==> config.mk <==
export PLATFORM = sky130hd
export DESIGN_NAME = scanCounter
export DESIGN_NICKNAME = d
export VERILOG_FILES = /design/src/rtl/videoTimingPkg.sv /design/src/rtl/scanCounter.sv
export SDC_FILE = /design/constraint.sdc
export NUM_CORES = 1
export LEC_CHECK = 0
export ABC_AREA = 0
export ABC_CLOCK_PERIOD_IN_PS = 1700
export BUFFER_PORTS_ARGS = -buffer_cell sky130_fd_sc_hd__buf_2
export CORE_MARGIN = 3
export CORE_UTILIZATION = 46
export CTS_CLUSTER_SIZE = 40
export DETAILED_ROUTE_END_ITERATION = 10
export PLACE_DENSITY = 0.73
export RECOVER_POWER = 50
export SLEW_MARGIN = 10
export SYNTH_ARGS = -nofsm -noshare
export SYNTH_HDL_FRONTEND = slang
export SYNTH_SLANG_ARGS = --single-unit
==> constraint.sdc <==
create_clock -name CLOCK_25 -period 1.7 [get_ports CLOCK_25]
set_input_delay 0.17 -clock CLOCK_25 [delete_from_list [all_inputs] [get_ports CLOCK_25]]
set_output_delay 0.17 -clock CLOCK_25 [all_outputs]
set_load 0.1 [all_outputs]
==> src/rtl/videoTimingPkg.sv <==
`default_nettype none

// 640 x 480 timing on a 25 MHz pixel clock
package videoTimingPkg;

	// Horizontal, in pixel clock cycles
	localparam int hTotal    = 800;  // Cycles per line
	localparam int hSyncLen  = 96;   // HSYNC low width
	localparam int hActStart = 140;  // First visible cycle
	localparam int hActLen   = 640;  // Visible cycles per line

	// Vertical, in lines
	localparam int vTotal     = 528; // Lines per frame
	localparam int vSyncLines = 2;   // VSYNC low lines
	localparam int vActStart  = 31;  // First visible line
	localparam int vActLen    = 480; // Visible lines per frame

	// Wide enough for either counter
	localparam int countWidth = 11;

	// Scan phase codes
	// Idle doubles as the sync pulse region
	localparam logic [1:0] phIdle  = 2'd0; // Sync low
	localparam logic [1:0] phBack  = 2'd1; // Back porch
	localparam logic [1:0] phDisp  = 2'd2; // Visible
	localparam logic [1:0] phFront = 2'd3; // Front porch

endpackage

`default_nettype wire

==> src/rtl/scanCounter.sv <==
`default_nettype none

// Free running cycle and line counters
module scanCounter
	import videoTimingPkg::*;
(
	input  wire                    CLOCK_25,
	input  wire                    RESET_N,
	output logic [countWidth-1:0]  hCount,  // Cycle within line
	output logic [countWidth-1:0]  vCount,  // Line within frame
	output logic                   lineEnd  // Last cycle of line
);

	logic frameEnd; // Last line of frame

	assign lineEnd  = (hCount == countWidth'(hTotal - 1));
	assign frameEnd = (vCount == countWidth'(vTotal - 1));

	always_ff @(posedge CLOCK_25 or negedge RESET_N) begin
		if (!RESET_N) begin
			hCount <= '0;
			vCount <= '0;
		end else begin
			if (lineEnd) begin
				hCount <= '0; // Wrap at 799
				// Line advances together with the wrap
				if (frameEnd) begin
					vCount <= '0; // Wrap at 527
				end else begin
					vCount <= vCount + 1'b1;
				end
			end else begin
				hCount <= hCount + 1'b1;
			end
		end
	end

	// Both counters stay inside the frame across every wrap
	countRange: assert property (
		@(posedge CLOCK_25) disable iff (!RESET_N)
		(hCount < countWidth'(hTotal)) && (vCount < countWidth'(vTotal))
	) else $error("scan counter left the frame");

endmodule

`default_nettype wire

==> metrics.txt <==
number of max-cap violations=0; Yosys warning total=0; worst hold stages=1; final global-route overflow total=0; Startpoint Class=register; Post-Route WL=between 2000 and 2500 um; DR pass1 iterations=4; CTS sink cnt=22; clock buffer depth=2; GRT Util Overall=0.1878; crit path cell chain=or4_4, nor3_4, buf_6, buf_12; Die Area=around 2800 sq um; failing checks=negative setup slack; H-tree levels=1; routability congestion estimate=between 0.8 and 0.9; largest cells by area after synthesis=dfrtp_1 (54%), xnor2_1 (7.7%), nand3_1 (5.4%), xor2_1 (4.3%), nor2_1 (2.9%); Die X=between 50 and 60 um; layout cells sized above 1=0.4559; clock buffer count from CTS=3; CP max-delay cell=or4_4; Slew Viols, Final=0; clock insertion delay at the later pin of the skew report=0.31 ns; Inserted Diodes=0; Mapped Cells=between 90 and 100; CP delay by family, top=simple AND/OR/NAND/NOR gates; fin util=0.6930; Core ar.=about 2000 sq um; initial antenna violation count=0; status=complete, but fails checks; CP bufs+invs=2; nets=between 100 and 150; clk_skew=between 0.003 and 0.004 ns; HPWL after DPL=around 1500 um; worst slew pin tran=1.128 ns; Final Cycle Share=1.190; Mapped Area=~1000 sq um; syn nets=99; min-delay src=hCount[10]$_DFF_PN0_; R2R setup slack=-0.29 ns; drt drc=0; Yosys top cell by area=dfrtp_1; Rows=16; first-pass GRT wire length=approximately 3800 um; RR Endpoint=vCount[10]$_DFFE_PN0N_; filler instances=164; largest net degree at the start of global routing=23; CP startpoint=hCount[5]$_DFF_PN0_; Synth cell types=24; Worst R2R Path Depth=7; CP arrival=roughly 1.9 ns; power per cell area=between 500 and 600 nW/um^2; minimum clock period=2.022 ns; Reg clk slew, reported paths=approximately 0.12 ns; worst hold path type=reg2reg; RSZ-0062 raised after global routing=yes; final non-filler cell total=around 160; setup tns final=-2.932 ns; die height=53.23 um; Vias=872; wire per inst=14.18 um; Placed Cells=about 150; Hold Path End=hCount[10]$_DFF_PN0_; Final Hold Fails=0; CTS tree=built; register area share after synthesis=0.5366; IO buf count=24; largest fanout on the critical path=2; IO Pins=25; Highest Clock Rate=494.5 MHz; Pleak=about 0.7 nW; Slew headroom=0.2477; worst endpoint required time=between 1.5 and 2 ns; DR iter-0 viols=11; Yosys top cell area share=0.5366; endpoints failing setup=18; VDD IR max=around 0.6 mV; Starting Density=0.5025; Avg Cell Area, Syn=around 11 sq um; Critical Path Sink Type=output pin; worst slack, placed=-0.05477 ns; root buffer selected by CTS=clkbuf_4; setup ws final=-0.3222 ns; Crit Path Class=reg2out; Worst R2R Start=hCount[5]$_DFF_PN0_; number of global-route vias before repair=between 700 and 800; post-route ant nets=0; Via density=about 5.3; Area Growth Syn to Fin=37.93%; peak per-stage delay on the critical path=around 0.57 ns; post-synthesis register bit count=22
==> metrics by stage <==
| step | power [mW] | hold WS, ns | instance area, sq um |
|---|---|---|---|
| 6_report | 0.7834 | 0.4947 | 1415 |
| 2_1_floorplan | 0.5334 | -0.1256 | 1070 |
| 3_5_place_dp | 0.5447 | 0.1604 | 1280 |
| 4_1_cts | 0.7957 | 0.3496 | 1356 |
| 5_1_grt | 0.8164 | 0.5177 | 1415 |
| 3_3_place_gp | 0.5445 | 0.1570 | 1280 |
==> sequential cells by signal, summed over array words and instances (netlist names) <==
register	flops
hCount	11
vCount	11
==> layout by cell type (no fill, tap or decap), types with 2 or more instances in the layout <==
master	n
a21oi_1	3
a31oi_1	2
and3_1	3
and4_1	3
buf_2	22
buf_4	8
buf_6	5
clkbuf_1	2
clkbuf_4	3
dfrtp_1	10
dfrtp_2	8
dfrtp_4	4
ha_1	2
inv_1	3
nand2_1	4
nand3_1	7
nand3_2	2
nand3_4	2
nand4_1	4
nor2_1	8
nor2b_1	2
o21ai_0	2
o21ai_2	2
xnor2_1	9
xor2_1	5
==> worst max-delay path by stage <==
stage	end	cells past startpoint
final	lineEnd	4
after global routing	lineEnd	4
after CTS	lineEnd	4
after detailed placement	vCount[10]$_DFFE_PN0N_	5
after global placement	lineEnd	4
after floorplan	vCount[9]$_DFFE_PN0N_	4
==> cell type report <==
cell class                      instances  area (sq um)  share of cell area
Multi-Input combinational cell         69         508.0              0.3590
Timing Repair Buffer                   38         260.3              0.1839
Clock buffer                            4         26.28             0.01857
Tap cell                               27         33.78             0.02387
Sequential cell                        22         575.6              0.4067
Inverter                                3         11.26            0.007958
==> metal layers <==
layer,vias to the layer above,global-route usage,share of wire
met3,5,0.03380,0.038
met5,-,0,0
met1,425,0.2523,0.45
met4,0,0.09787,0.016
li1,422,-,-
met2,20,0.2857,0.50
==> where the power goes <==
group	switching, mW	internal (mW)	leakage [nW]
clock network	0.157	0.0917	0.0150
registers	0	0.523	0.277
logic	0.00959	0.00197	0.403
==> cell families after synthesis <==
group,count (synthesis),share of synthesized area
flip-flops,22,0.5366
multiplexers,1,0.01097
XOR/XNOR,14,0.1195
adder cells (fa/ha/maj),2,0.02439
AND/OR/NAND/NOR,43,0.2463
buffers and inverters,4,0.01585
AO/OA/AOI/OAI,9,0.04634
==> synthesized netlist by cell type (all sizes together) <==
cell and number:
and2 1, a21oi 3, ha 2, nor2b 2
xor2 5, o21ai 4, mux2 1, nand3 11
a31oi 2, inv 3, nor3 2, nand4 4
and4 3, xnor2 9, or4 1, nor4 1
nor4b 1, dfrtp 22, buf 1, nand2 5
or3 1, nor2 8, and3 3
==> what timing repair did <==
item,in CTS,in global routing
resized for setup,3,15
pin swaps,3,7
hold buffers,1,0
buffers inserted,4,4
endpoints found under the hold margin,22,0
endpoints found under the setup margin,10,18
(Power assumes the default switching activity.)
