===== src/rtl/videoTimingPkg.sv =====
`default_nettype none

// 640 x 480 timing on a 25 MHz pixel clock
package videoTimingPkg;

	// Horizontal, in pixel clock cycles
	localparam int hTotal    = 800;  // Cycles per line
	localparam int hSyncLen  = 96;   // HSYNC low width
	localparam int hActStart = 140;  // First visible cycle
	localparam int hActLen   = 640;  // Visible cycles per line

	// Vertical, in lines
	localparam int vTotal     = 528; // Lines per frame
	localparam int vSyncLines = 2;   // VSYNC low lines
	localparam int vActStart  = 31;  // First visible line
	localparam int vActLen    = 480; // Visible lines per frame

	// Wide enough for either counter
	localparam int countWidth = 11;

	// Scan phase codes
	// Idle doubles as the sync pulse region
	localparam logic [1:0] phIdle  = 2'd0; // Sync low
	localparam logic [1:0] phBack  = 2'd1; // Back porch
	localparam logic [1:0] phDisp  = 2'd2; // Visible
	localparam logic [1:0] phFront = 2'd3; // Front porch

endpackage

`default_nettype wire


===== src/rtl/scanIf.sv =====
`default_nettype none

// Scan position and syncs from the timing FSM to the pixel path
// No handshake since the scan moves every cycle
interface scanIf
	import videoTimingPkg::*;
();

	logic [countWidth-1:0] hPixel; // Offset from first visible cycle
	logic [countWidth-1:0] vPixel; // Offset from first visible line
	logic                  active; // Inside visible region
	logic                  hSync;  // Active low
	logic                  vSync;  // Active low

	// Timing side
	modport source (
		output hPixel,
		output vPixel,
		output active,
		output hSync,
		output vSync
	);

	// Pixel path side
	modport sink (
		input hPixel,
		input vPixel,
		input active,
		input hSync,
		input vSync
	);

endinterface

`default_nettype wire


===== src/rtl/scanTimingFsm.sv =====
`default_nettype none

// Horizontal and vertical phase FSMs
// Outputs are registered one cycle behind the counters
module scanTimingFsm
	import videoTimingPkg::*;
(
	input  wire                    CLOCK_25,
	input  wire                    RESET_N,
	input  wire [countWidth-1:0]   hCount,
	input  wire [countWidth-1:0]   vCount,
	input  wire                    lineEnd,
	scanIf.source                  scan
);

	logic [1:0] hPhase;      // Phase of previous cycle
	logic [1:0] hPhaseNext;  // Phase of current hCount
	logic [1:0] vPhase;      // Phase of current line
	logic [1:0] vPhaseNext;  // Phase of the coming line

	// Horizontal thresholds compared against the live count
	always_comb begin
		hPhaseNext = hPhase;
		case (hPhase)
			phIdle: begin
				if (hCount >= countWidth'(hSyncLen))
					hPhaseNext = phBack;
			end
			phBack: begin
				if (hCount >= countWidth'(hActStart))
					hPhaseNext = phDisp;
			end
			phDisp: begin
				if (hCount >= countWidth'(hActStart + hActLen))
					hPhaseNext = phFront;
			end
			phFront: begin
				if (hCount < countWidth'(hSyncLen)) // Line wrapped
					hPhaseNext = phIdle;
			end
			default: hPhaseNext = phIdle;
		endcase
	end

	// Vertical thresholds one line early
	// Taken only on lineEnd so vPhase matches the new line
	always_comb begin
		vPhaseNext = vPhase;
		case (vPhase)
			phIdle: begin
				if (vCount >= countWidth'(vSyncLines - 1))
					vPhaseNext = phBack;
			end
			phBack: begin
				if (vCount >= countWidth'(vActStart - 1))
					vPhaseNext = phDisp;
			end
			phDisp: begin
				if (vCount >= countWidth'(vActStart + vActLen - 1))
					vPhaseNext = phFront;
			end
			phFront: begin
				if (vCount == countWidth'(vTotal - 1))
					vPhaseNext = phIdle; // Frame wraps
			end
			default: vPhaseNext = phIdle;
		endcase
	end

	always_ff @(posedge CLOCK_25 or negedge RESET_N) begin
		if (!RESET_N) begin
			hPhase      <= phIdle;
			vPhase      <= phIdle;
			scan.hSync  <= 1'b1;
			scan.vSync  <= 1'b1;
			scan.active <= 1'b0;
		end else begin
			hPhase <= hPhaseNext;
			if (lineEnd)
				vPhase <= vPhaseNext;
			scan.hSync  <= (hCount >= countWidth'(hSyncLen));   // Low for first 96 cycles
			scan.vSync  <= (vCount >= countWidth'(vSyncLines)); // Low for first 2 lines
			scan.active <= (hPhaseNext == phDisp) && (vPhase == phDisp);
		end
	end

	// Screen coordinates, meaningful only while active
	always_ff @(posedge CLOCK_25) begin
		scan.hPixel <= hCount - countWidth'(hActStart);
		scan.vPixel <= vCount - countWidth'(vActStart);
	end

	// Visible region never overlaps either sync pulse
	syncBlank: assert property (
		@(posedge CLOCK_25) disable iff (!RESET_N)
		scan.active |-> (scan.hSync && scan.vSync)
	) else $error("active during sync");

endmodule

`default_nettype wire


===== src/flat_wrapper.sv =====
// flat-port wrapper written by rule: the top's interface ports become plain ports
module scanTimingFsm_flat import videoTimingPkg::*;
  (CLOCK_25, RESET_N, hCount, vCount, lineEnd, scan_hPixel, scan_vPixel, scan_active, scan_hSync, scan_vSync);
  scanIf scan_i ();
  input  wire CLOCK_25;
  input  wire RESET_N;
  input  wire [countWidth-1:0] hCount;
  input  wire [countWidth-1:0] vCount;
  input  wire lineEnd;
  output wire logic [$bits(scan_i.hPixel)-1:0] scan_hPixel;
  output wire logic [$bits(scan_i.vPixel)-1:0] scan_vPixel;
  output wire logic [$bits(scan_i.active)-1:0] scan_active;
  output wire logic [$bits(scan_i.hSync)-1:0] scan_hSync;
  output wire logic [$bits(scan_i.vSync)-1:0] scan_vSync;
  assign scan_hPixel = scan_i.hPixel;
  assign scan_vPixel = scan_i.vPixel;
  assign scan_active = scan_i.active;
  assign scan_hSync = scan_i.hSync;
  assign scan_vSync = scan_i.vSync;
  scanTimingFsm u_core (.CLOCK_25(CLOCK_25), .RESET_N(RESET_N), .hCount(hCount), .vCount(vCount), .lineEnd(lineEnd), .scan(scan_i));
endmodule

===== config.mk =====
export PLATFORM = sky130hd
export DESIGN_NAME = scanTimingFsm_flat
export DESIGN_NICKNAME = d
export VERILOG_FILES = /design/src/rtl/videoTimingPkg.sv /design/src/rtl/scanIf.sv /design/src/rtl/scanTimingFsm.sv /design/src/flat_wrapper.sv
export SDC_FILE = /design/constraint.sdc
export NUM_CORES = 1
export LEC_CHECK = 0
export BUFFER_PORTS_ARGS = -buffer_cell sky130_fd_sc_hd__buf_2
export CAP_MARGIN = 20
export CORE_MARGIN = 1
export CORE_UTILIZATION = 42
export DETAILED_ROUTE_END_ITERATION = 10
export GPL_ROUTABILITY_DRIVEN = 0
export PLACE_DENSITY = 0.8
export RECOVER_POWER = 100
export SLEW_MARGIN = 25
export SYNTH_ARGS = -nofsm -noshare
export SYNTH_HDL_FRONTEND = slang
export SYNTH_SLANG_ARGS = --single-unit
export TNS_END_PERCENT = 5

===== constraint.sdc =====
create_clock -name CLOCK_25 -period 1.4 [get_ports CLOCK_25]
set_input_delay 0 -clock CLOCK_25 [delete_from_list [all_inputs] [get_ports CLOCK_25]]
set_output_delay 0 -clock CLOCK_25 [all_outputs]
set_load 0.05 [all_outputs]

==> summary.md <==
| Metric | Value |
|---|---|
| Fraction of met2 tracks used by global routing | `0.4592` |
| I/O pin count | `50` |
| EDFF count, synth | `0` |
| Number of rows in the core area | `19` |
| Cell with the most instances after synthesis | `dfxtp_1` |
| Power per Cell Area | `1353 nW/um^2` |
| N_diodes | `0` |
| Number of nets produced by synthesis | `146` |
| Remaining antenna violation count after routing | `0` |
| Global-route wire length before repair | `6.258 mm` |
| Launch point of the worst hold path | `vCount[6]` |
| Placeable core region | `2758 sq um` |
| Vias per inst | `5.241` |
| Cell taking the most area after synthesis | `dfxtp_1` |
| Reg-to-Reg Start | `u_core.vPhase[1]` |
| RSZ-0062 raised after global routing | `true` |
| Total die area | `3139 sq um` |
| R2R cell count | `6` |
| Fin. max-slew vios | `0` |
| Worst endpoint data arrival time | `1.77 ns` |
| Number of buffers on the longest clock path | `2` |
| Unique masters post-synth | `34` |
| Min setup slack post-route | `-0.1397 ns` |
| First-pass iteration count of the detailed router | `4` |
| Run status | `finished with violations` |
| Average detailed-routed wire length per instance | `16.28 um` |
| Nets | `247` |
| Max_slew headroom | `0.4542` |
| Fraction of registers with async set/reset | `0.2414` |
| Post-synth top flop | `dfxtp_1` |
| Root buf cell | `clkbuf_4` |
| Global routing usage on met3 | `0.08372` |
| Path category of the worst min-delay check | `in2reg` |
| Peak supply drop | `1.056 mV` |
| P&R area growth vs syn | `60.51%` |
| Total clock buffers created by CTS | `5` |
| Violated checks | `negative setup slack` |
| Total negative slack for setup checks | `-0.2640 ns` |
| Worst Skew | `0.007590 ns` |
| Crit path max-delay family | `buffers and inverters` |
| Number of synthesized register bits | `29` |
| Category of the worst setup path capture point | `flop` |
| YS warnings | `0` |
| Leakage | `around 0.86 nW` |
| Met1 demand-to-capacity share in global routing | `0.2866` |
| Critical-path top delay cell | `dlygate4sd3_1` |
| Initial cell density of the core | `0.4446` |
| Number of antenna violations at the first check in global routing | `0` |
| Count of routing violations after the opening detailed-route iteration | `46` |
| Htree depth | `2` |
| Clock tree from TritonCTS | `done` |
| Residual DRC count | `0` |
| Share of the yosys chip area belonging to registers | `0.5041` |
| Achievable clock frequency | `~0.65 GHz` |
| Die boundary height | `56.03 um` |
| Clock network latency to the later pin of the worst-skew pair | `0.34 ns` |
| Cell area after synthesis | `around 1200 sq um` |
| Slew at the pin closest to its max-slew limit | `approximately 0.80 ns` |
| Start-to-end type of the worst setup path | `in2reg` |
| Area share of the largest cell type after synthesis | `0.3592` |
| # clock sinks | `29` |
| Final Critical Period | `1.540 ns` |
| WP data required | `1.63 ns` |
| DIE WIDTH | `between 50 and 60 um` |
| Worst Hold Depth | `3` |
| Synthesized instance count | `112` |
| Maximum Capacitance Violations | `0` |
| WL final | `3.989 mm` |
| Worst flop-to-flop path endpoint | `u_core.vPhase[1]` |
| GRT Resource Usage Total | `0.2645` |
| Fraction of layout instances using a drive strength above 1 | `0.2570` |
| Clock slew at reported path FFs | `0.10 ns` |
| DP Wirelength | `2.175 mm` |
| Routing layer with the top usage in global route | `met2` |
| Cell types with the largest area share after synthesis | `dfxtp_1, dfrtp_1, ha_1` |
| Series of cell instances along the critical path | `clkbuf_1 > dlygate4sd3_1 > nor4_2 > a41oi_2 > nand4_1 > mux2_4` |
| Mean instance size in the synthesized netlist | `between 10 and 15 sq um` |
| Buffers & Inverters on Critical Path | `2` |
| Pin count of the biggest net entering global routing | `10` |
| Highest fanout seen on the critical path | `4` |
| Via count of the first global-routing pass | `1312` |
| Worst min-delay path endpoint | `u_core.scan.vPixel[6]` |
| Most frequent cells after synthesis | `dfxtp_1, xor2_1, ha_1` |
| Fraction of the core area covered by cells at the end of the flow | `0.7137` |
| Slack of the worst reg-to-reg path | `-0.12 ns` |
| Number of hold-slack violations in the final timing report | `0` |
| Leftover overflow at the end of global routing | `0` |
| Final period utilization | `1.100` |
| Vias | `1284` |
| Setup Viol. Count Final | `2` |
| Crit-path max cell delay | `between 0.6 and 0.7 ns` |
| Count of buffers from port buffering | `49` |
| Layout fillers | `205` |
| Startpoint types | `primary input` |
[power breakdown]
part | total (mW) | internal (mW) | leakage [nW] | switching, mW
registers | 1.00 | 0.947 | 0.264 | 0.0545
logic | 1.07 | 0.467 | 0.559 | 0.602
clock network | 0.593 | 0.291 | 0.0413 | 0.303
[logic make-up after synthesis]
family | synth area share
muxes | 0.01735
xor gates and xnor gates | 0.1143
buffers and inverters | 0.02449
AOI/OAI and AO/OA | 0.1112
and+or+nand+nor | 0.1367
DFF | 0.5041
adders and majority gates | 0.09184
[state kept, by name, summed over array words and instances (netlist names)]
signal and cells:
u_core.scan.hPixel 11, u_core.scan.vPixel 11, u_core.hPhase 2, u_core.vPhase 2, u_core.scan.active 1, u_core.scan.hSync 1
u_core.scan.vSync 1
[cells in the final DEF (no fill, tap or decap), types with 4 or more instances in the layout]
cell / count
buf_2: 18
clkbuf_1: 33
a21oi_1: 4
nor3_1: 4
nor2_1: 5
buf_4: 18
xor2_1: 10
xnor2_1: 6
dlygate4sd3_1: 25
dfxtp_1: 22
clkbuf_4: 5
ha_1: 7
dfrtp_1: 5
nand2_1: 4
inv_1: 6
nand3_1: 6
[tightest hold or removal path, cell delays in order]
cell and delay [ns]:
buf_2 0.10, buf_4 0.14, xor2_1 0.07
[worst max path at each step]
stage                             endpoint  cells after the start  slack (ns)              from
after floorplan           u_core.vPhase[1]                      6       -0.08  u_core.vPhase[1]
after global placement    u_core.vPhase[1]                      5       -0.21         vCount[8]
after detailed placement  u_core.vPhase[1]                      5       -0.27         vCount[8]
after CTS                 u_core.vPhase[1]                      6       -0.13  u_core.vPhase[1]
after global routing      u_core.vPhase[0]                      7       -0.20         vCount[4]
final                     u_core.vPhase[1]                      6       -0.14         vCount[4]
[layout make-up]
class,count,area [sq um],area share
repair buffers,94,599.3,0.3045
clock inverters,1,5.005,0.002543
clock buffers,7,65.06,0.03306
well taps,31,38.79,0.01971
inverters,8,30.03,0.01526
multi-input cells,75,611.8,0.3109
flip-flops and latches,29,618.1,0.3140
[per-stage QoR]
step	hold WS [ns]	power [mW]	area [sq um]	std cells	setup WS, ns
3_3_place_gp	-0.1620	1.891	1664	211	-0.2058
3_5_place_dp	-0.1611	1.933	1664	211	-0.2699
5_1_grt	0.02076	2.773	1968	245	-0.2001
6_report	0.02165	2.663	1968	245	-0.1397
2_1_floorplan	-0.2956	1.549	1237	112	-0.08414
4_1_cts	0.001276	2.609	1994	244	-0.1287
[repair_timing]
| action | 4_1_cts | 5_1_grt |
|---|---|---|
| gates resized for setup | 2 | 5 |
| hold buffers | 25 | 0 |
| hold endpoints to repair | 30 | 0 |
| pin swaps | 1 | 1 |
| endpoints found under the setup margin | 2 | 4 |
| buffers inserted | 0 | 1 |
[metal layers]
metal,share of wire,up-vias
met1,0.39,605
li1,-,597
met3,0.056,21
met4,0.036,0
met5,0,-
met2,0.52,61
Power figures use the tool's default switching activity.
