File: src/rtl/videoTimingPkg.sv
`default_nettype none

// 640 x 480 timing on a 25 MHz pixel clock
package videoTimingPkg;

	// Horizontal, in pixel clock cycles
	localparam int hTotal    = 800;  // Cycles per line
	localparam int hSyncLen  = 96;   // HSYNC low width
	localparam int hActStart = 140;  // First visible cycle
	localparam int hActLen   = 640;  // Visible cycles per line

	// Vertical, in lines
	localparam int vTotal     = 528; // Lines per frame
	localparam int vSyncLines = 2;   // VSYNC low lines
	localparam int vActStart  = 31;  // First visible line
	localparam int vActLen    = 480; // Visible lines per frame

	// Wide enough for either counter
	localparam int countWidth = 11;

	// Scan phase codes
	// Idle doubles as the sync pulse region
	localparam logic [1:0] phIdle  = 2'd0; // Sync low
	localparam logic [1:0] phBack  = 2'd1; // Back porch
	localparam logic [1:0] phDisp  = 2'd2; // Visible
	localparam logic [1:0] phFront = 2'd3; // Front porch

endpackage

`default_nettype wire

File: src/rtl/frameBufferPkg.sv
`default_nettype none

// Frame buffer geometry and pixel layout
package frameBufferPkg;

	localparam int fbWidth     = 160;               // Pixels per buffer row
	localparam int fbHeight    = 120;               // Buffer rows
	localparam int fbDepth     = fbWidth * fbHeight; // 19200 words
	localparam int fbAddrWidth = 15;                // Covers fbDepth
	localparam int coordWidth  = 8;                 // Host X and Y

	// Pixel word is three 4-bit channels
	localparam int pixelWidth = 12;
	localparam int chanWidth  = 4;
	localparam int redLsb     = 0;  // Bits 3..0
	localparam int greenLsb   = 4;  // Bits 7..4
	localparam int blueLsb    = 8;  // Bits 11..8

	// DAC channel width on the VGA pins
	localparam int dacWidth = 10;

	// Screen pixel to buffer pixel
	// Each buffer pixel covers 4 x 4 on screen
	localparam int scaleShift = 2;

endpackage

`default_nettype wire

File: src/rtl/scanIf.sv
`default_nettype none

// Scan position and syncs from the timing FSM to the pixel path
// No handshake since the scan moves every cycle
interface scanIf
	import videoTimingPkg::*;
();

	logic [countWidth-1:0] hPixel; // Offset from first visible cycle
	logic [countWidth-1:0] vPixel; // Offset from first visible line
	logic                  active; // Inside visible region
	logic                  hSync;  // Active low
	logic                  vSync;  // Active low

	// Timing side
	modport source (
		output hPixel,
		output vPixel,
		output active,
		output hSync,
		output vSync
	);

	// Pixel path side
	modport sink (
		input hPixel,
		input vPixel,
		input active,
		input hSync,
		input vSync
	);

endinterface

`default_nettype wire

File: src/rtl/pixelOutput.sv
`default_nettype none

// Read address generation and VGA pin stage
// Scan in to pins is three cycles
module pixelOutput
	import videoTimingPkg::*;
	import frameBufferPkg::*;
(
	input  wire                     CLOCK_25,
	input  wire                     RESET_N,
	scanIf.sink                     scan,
	output logic [fbAddrWidth-1:0]  rdAddr,
	input  wire [pixelWidth-1:0]    rdData,
	output logic                    VGA_HSYNC,
	output logic                    VGA_VSYNC,
	output logic                    VGA_BLANK,
	output logic [dacWidth-1:0]     VGA_R,
	output logic [dacWidth-1:0]     VGA_G,
	output logic [dacWidth-1:0]     VGA_B
);

	logic [countWidth-1:0] colIdx;    // Buffer column
	logic [countWidth-1:0] rowIdx;    // Buffer row
	logic [1:0]            activeDly; // [0] with rdAddr, [1] with rdData
	logic [1:0]            hSyncDly;
	logic [1:0]            vSyncDly;

	// Divide screen position by 4
	assign colIdx = scan.hPixel >> scaleShift;
	assign rowIdx = scan.vPixel >> scaleShift;

	always_ff @(posedge CLOCK_25) begin
		rdAddr <= fbAddrWidth'(rowIdx * fbWidth + colIdx);
	end

	// Control follows the memory latency
	always_ff @(posedge CLOCK_25 or negedge RESET_N) begin
		if (!RESET_N) begin
			activeDly <= '0;
			hSyncDly  <= '1; // Syncs idle high
			vSyncDly  <= '1;
		end else begin
			activeDly <= {activeDly[0], scan.active};
			hSyncDly  <= {hSyncDly[0], scan.hSync};
			vSyncDly  <= {vSyncDly[0], scan.vSync};
		end
	end

	// Pin registers
	always_ff @(posedge CLOCK_25 or negedge RESET_N) begin
		if (!RESET_N) begin
			VGA_HSYNC <= 1'b1;
			VGA_VSYNC <= 1'b1;
			VGA_BLANK <= 1'b0;
			VGA_R     <= '0;
			VGA_G     <= '0;
			VGA_B     <= '0;
		end else begin
			VGA_HSYNC <= hSyncDly[1];
			VGA_VSYNC <= vSyncDly[1];
			VGA_BLANK <= activeDly[1]; // High only when visible
			if (activeDly[1]) begin
				// Channel on top, low bits filled with ones
				VGA_R <= {rdData[redLsb +: chanWidth], {(dacWidth - chanWidth){1'b1}}};
				VGA_G <= {rdData[greenLsb +: chanWidth], {(dacWidth - chanWidth){1'b1}}};
				VGA_B <= {rdData[blueLsb +: chanWidth], {(dacWidth - chanWidth){1'b1}}};
			end else begin
				VGA_R <= '0;
				VGA_G <= '0;
				VGA_B <= '0;
			end
		end
	end

	// Coordinates from the FSM keep the read inside the buffer
	rdRange: assert property (
		@(posedge CLOCK_25) disable iff (!RESET_N)
		activeDly[0] |-> (rdAddr < fbAddrWidth'(fbDepth))
	) else $error("read address beyond buffer");

endmodule

`default_nettype wire

File: src/flat_wrapper.sv
// flat-port wrapper written by rule: the top's interface ports become plain ports
module pixelOutput_flat import videoTimingPkg::*; import frameBufferPkg::*;
  (CLOCK_25, RESET_N, rdAddr, rdData, VGA_HSYNC, VGA_VSYNC, VGA_BLANK, VGA_R, VGA_G, VGA_B, scan_hPixel, scan_vPixel, scan_active, scan_hSync, scan_vSync);
  scanIf scan_i ();
  input  wire CLOCK_25;
  input  wire RESET_N;
  output logic [fbAddrWidth-1:0] rdAddr;
  input  wire [pixelWidth-1:0] rdData;
  output logic VGA_HSYNC;
  output logic VGA_VSYNC;
  output logic VGA_BLANK;
  output logic [dacWidth-1:0] VGA_R;
  output logic [dacWidth-1:0] VGA_G;
  output logic [dacWidth-1:0] VGA_B;
  input wire logic [$bits(scan_i.hPixel)-1:0] scan_hPixel;
  input wire logic [$bits(scan_i.vPixel)-1:0] scan_vPixel;
  input wire logic [$bits(scan_i.active)-1:0] scan_active;
  input wire logic [$bits(scan_i.hSync)-1:0] scan_hSync;
  input wire logic [$bits(scan_i.vSync)-1:0] scan_vSync;
  assign scan_i.hPixel = scan_hPixel;
  assign scan_i.vPixel = scan_vPixel;
  assign scan_i.active = scan_active;
  assign scan_i.hSync = scan_hSync;
  assign scan_i.vSync = scan_vSync;
  pixelOutput u_core (.CLOCK_25(CLOCK_25), .RESET_N(RESET_N), .scan(scan_i), .rdAddr(rdAddr), .rdData(rdData), .VGA_HSYNC(VGA_HSYNC), .VGA_VSYNC(VGA_VSYNC), .VGA_BLANK(VGA_BLANK), .VGA_R(VGA_R), .VGA_G(VGA_G), .VGA_B(VGA_B));
endmodule
File: config.mk
export PLATFORM = sky130hd
export DESIGN_NAME = pixelOutput_flat
export DESIGN_NICKNAME = d
export VERILOG_FILES = /design/src/rtl/videoTimingPkg.sv /design/src/rtl/frameBufferPkg.sv /design/src/rtl/scanIf.sv /design/src/rtl/pixelOutput.sv /design/src/flat_wrapper.sv
export SDC_FILE = /design/constraint.sdc
export NUM_CORES = 1
export LEC_CHECK = 0
export ABC_AREA = 1
export BUFFER_PORTS_ARGS = -buffer_cell sky130_fd_sc_hd__buf_2
export CORE_ASPECT_RATIO = 1.1
export CORE_MARGIN = 2
export CORE_UTILIZATION = 42
export CTS_BUF_LIST = sky130_fd_sc_hd__clkbuf_4
export DETAILED_ROUTE_END_ITERATION = 8
export GPL_ROUTABILITY_DRIVEN = 0
export PLACE_DENSITY = 0.77
export SYNTH_ARGS = -nofsm -noshare
export SYNTH_HDL_FRONTEND = slang
export SYNTH_SLANG_ARGS = --single-unit
File: constraint.sdc
create_clock -name CLOCK_25 -period 0.8 [get_ports CLOCK_25]
set_input_delay 0.12 -clock CLOCK_25 [delete_from_list [all_inputs] [get_ports CLOCK_25]]
set_output_delay 0.12 -clock CLOCK_25 [all_outputs]
set_load 0.03 [all_outputs]
==> impl_metrics.yaml <==
outcome:
  status: "complete, but fails checks"
  violations: "negative setup slack"
route:
  drc: 0
  ant_nets: 0
  drt_iter0_markers: 20
  drt_pre_antenna_iters: 4
  routedWlPerCell_microns: 13.4
  postRouteWirelength_microns: 4760
  via_count: 1587
  via_per_inst: 4.48
place:
  dp.cells: 314
  io_buffers: 82
  place_hpwl_microns: 2630
  post-place-ws_ns: -1.05
synth:
  synth_commonest_cells: "nand2_1, inv_1, buf_4"
  netlist.area_leader.share_pct: 21.6
  ys_seq_elements: 36
  synthFlopType: "dfxtp_1"
  seq_area_frac_synth_pct: 47.8
  synth_edf_count: 0
  syn_area_sq_um: 1740
  yosys_warnings: 0
  synth_cells: 181
  avgSynthCellArea_sq_um: 9.62
  synth_most_common_cell: "nand2_1"
  async_reset_ff_share_pct: 58.3
  synth.distinct_cells: 23
  synth_nets: 239
  synth_top_area_cell: "dfrtp_1"
  ys_top_cells_by_area: "dfrtp_1, dfxtp_1, ha_1"
pwr:
  intPower_mw: 3.99
  power.density_nw_per_um2: 1850
  pwr-share-comb_pct: 41.9
  total_leakage_power_nw: 1.67
  power.total_mw: 5.98
  power_switching_mw: 1.99
  pwr-share-seq_pct: 36.5
  peakVddDrop_mv: 1.11
  power_frac_clock_pct: 21.7
  p_sw_share_pct: 33.2
clock_network:
  cts_root_buffer: "clkbuf_4"
  cts-buffers-inserted: 5
  tritoncts: "done"
  cts.htree.levels: 2
  clockBufferDepth: 2
  clock-sinks: 36
  insertion_delay_ns: 0.34
  path_clk_slew_ns: 0.11
sta:
  rsz0062_at_grt: "yes"
  slew_headroom_pct: 69.5
  tightest_slew_ns: 0.457
  setup_ws_ns: -0.682
  slew_violations: 0
  setup_violations: 56
  min_period_ns: 1.48
  finalCritPeriodShare_pct: 185
  worst_clock_skew_ns: 0.00308
  finalSetupTns_ns: -18.30
  holdWs_ns: 0.00298
  max_freq_ghz: 0.675
  hold_viol: 0
setup_path:
  worst_path_max_delay_cell: "fa_2"
  path_cells: "buf_8, ha_4, ha_4, fa_2, inv_2, nor2_4, nand3_2, nor2_4, nand3_2, nand2_1, nand2_1"
  cp_data_required_time_ns: 1.05
  critPathMaxFanout: 3
  cp.arrival_ns: 1.73
  cp-end-kind: "flip-flop"
  setup.worst_path.class: "input pin to flip-flop"
  start_kind: "input pin"
  max_stage_delay_ns: 0.53
hold_path:
  hold_path_class: "input pin to flip-flop"
layout:
  syn_to_final_growth_pct: 85.5
  layout-drive-gt1-share_pct: 57.6
  stdcell_count: 354
  final_nets: 359
  fillCellCount: 230
  n_antenna_cell: 0
global_route:
  grt_pass1_wl_microns: 6930
  grt_max_degree: 22
  grtUsageTotal_pct: 19.7
  grt_overflow_total: 0
  grt_antenna_before_repair: 0
  grt_pass1_vias: 1594
floorplanning:
  dieArea_sq_um: 4680
  die_w_microns: 65.4
  pin_count: 87
  start_util_pct: 43.9
  rows: 24
  core_area_sq_um: 3960
  fp.dieH_microns: 71.5
flow_run:
  cap_violations: 0
==> per-layer routing <==
layer,up-vias,track usage (%),part of all wire (%)
li1,775,-,-
met3,14,7.22,7.2
met1,735,20.1,34
met2,63,35.9,56
met4,0,7.87,2.8
met5,-,0,0
==> final cells by class <==
type	count	area [sq um]	share of cell area, %
Multi-Input combinational cell	94	805	24.9
Inverter	32	120	3.72
Timing Repair Buffer	132	1310	40.4
Tap cell	52	65.1	2.01
Clock buffer	6	45.0	1.39
Clock inverter	2	35.0	1.08
Sequential cell	36	856	26.5
==> state kept, by name, summed over array words and instances (netlist names) <==
register          cells
u_core.VGA_B          4
u_core.VGA_VSYNC      1
u_core.rdAddr        15
u_core.hSyncDly       2
u_core.vSyncDly       2
u_core.VGA_HSYNC      1
u_core.activeDly      2
u_core.VGA_R          4
u_core.VGA_G          5
==> cells by family (layout without fill, tap and decap cells) <==
| logic type | Yosys count | after routing | synth area share (%) |
|---|---|---|---|
| xor+xnor | 7 | 7 | 3.52 |
| flops | 36 | 36 | 47.8 |
| simple gates | 61 | 61 | 16.4 |
| fa+ha+maj | 19 | 19 | 14.5 |
| buf+inv | 51 | 172 | 14.9 |
| compound gates | 7 | 7 | 2.87 |
==> critical path, delay by kind of cell <==
kind          cells  cell delay (ns)
fa+ha+maj         3             0.92
buf+inv           2             0.16
simple gates      6             0.54
==> cells in the final DEF, fill, tap and decap left out, types with 8 or more instances in the layout <==
cell type / n
buf_2: 30
buf_4: 15
buf_6: 49
buf_8: 14
dfrtp_1: 13
dfxtp_2: 14
dlygate4sd3_1: 21
ha_1: 9
ha_4: 8
inv_1: 25
nand2_1: 38
==> through the flow <==
step                utilization [%]  cell area (sq um)
floorplan                         -               1910
global placement               58.4               2310
detailed placement             58.4               2310
CTS                            76.9               3050
global route                   81.5               3230
finish                         81.5               3230
==> what timing repair did <==
action                                 4_1_cts  5_1_grt
gates resized for setup                    133       26
hold buffers                                21        0
endpoints found under the hold margin       36        0
setup endpoints to repair                   57       68
cloned                                       0        2
setup buffers                                4        6
pin swaps                                   15        8
==> path summary, 6_finish.rpt <==
check,from,endpoint,slack (ns),cells after the start
worst max-delay path,scan_vPixel[3],u_core.rdAddr[14],-0.68,11
worst min-delay path,scan_hPixel[7],u_core.rdAddr[5],0.003,2
worst max register to register,u_core.activeDly[1],u_core.VGA_B[8],0.01,3
worst min register to register,u_core.hSyncDly[0],u_core.hSyncDly[1],0.36,0
max in group asynchronous,RESET_N,u_core.VGA_G[5],0.17,2
min in group asynchronous,RESET_N,u_core.VGA_G[5],0.28,2
==> power groups by stage <==
stage	logic (mW)	registers [mW]	clock network, mW
floorplan	0.883	2.55	0
detailed placement	1.80	2.13	0
CTS	2.33	2.18	1.32
global placement	1.78	2.13	0
global route	2.69	2.20	1.42
finish	2.51	2.18	1.30
(Power assumes the default switching activity.)
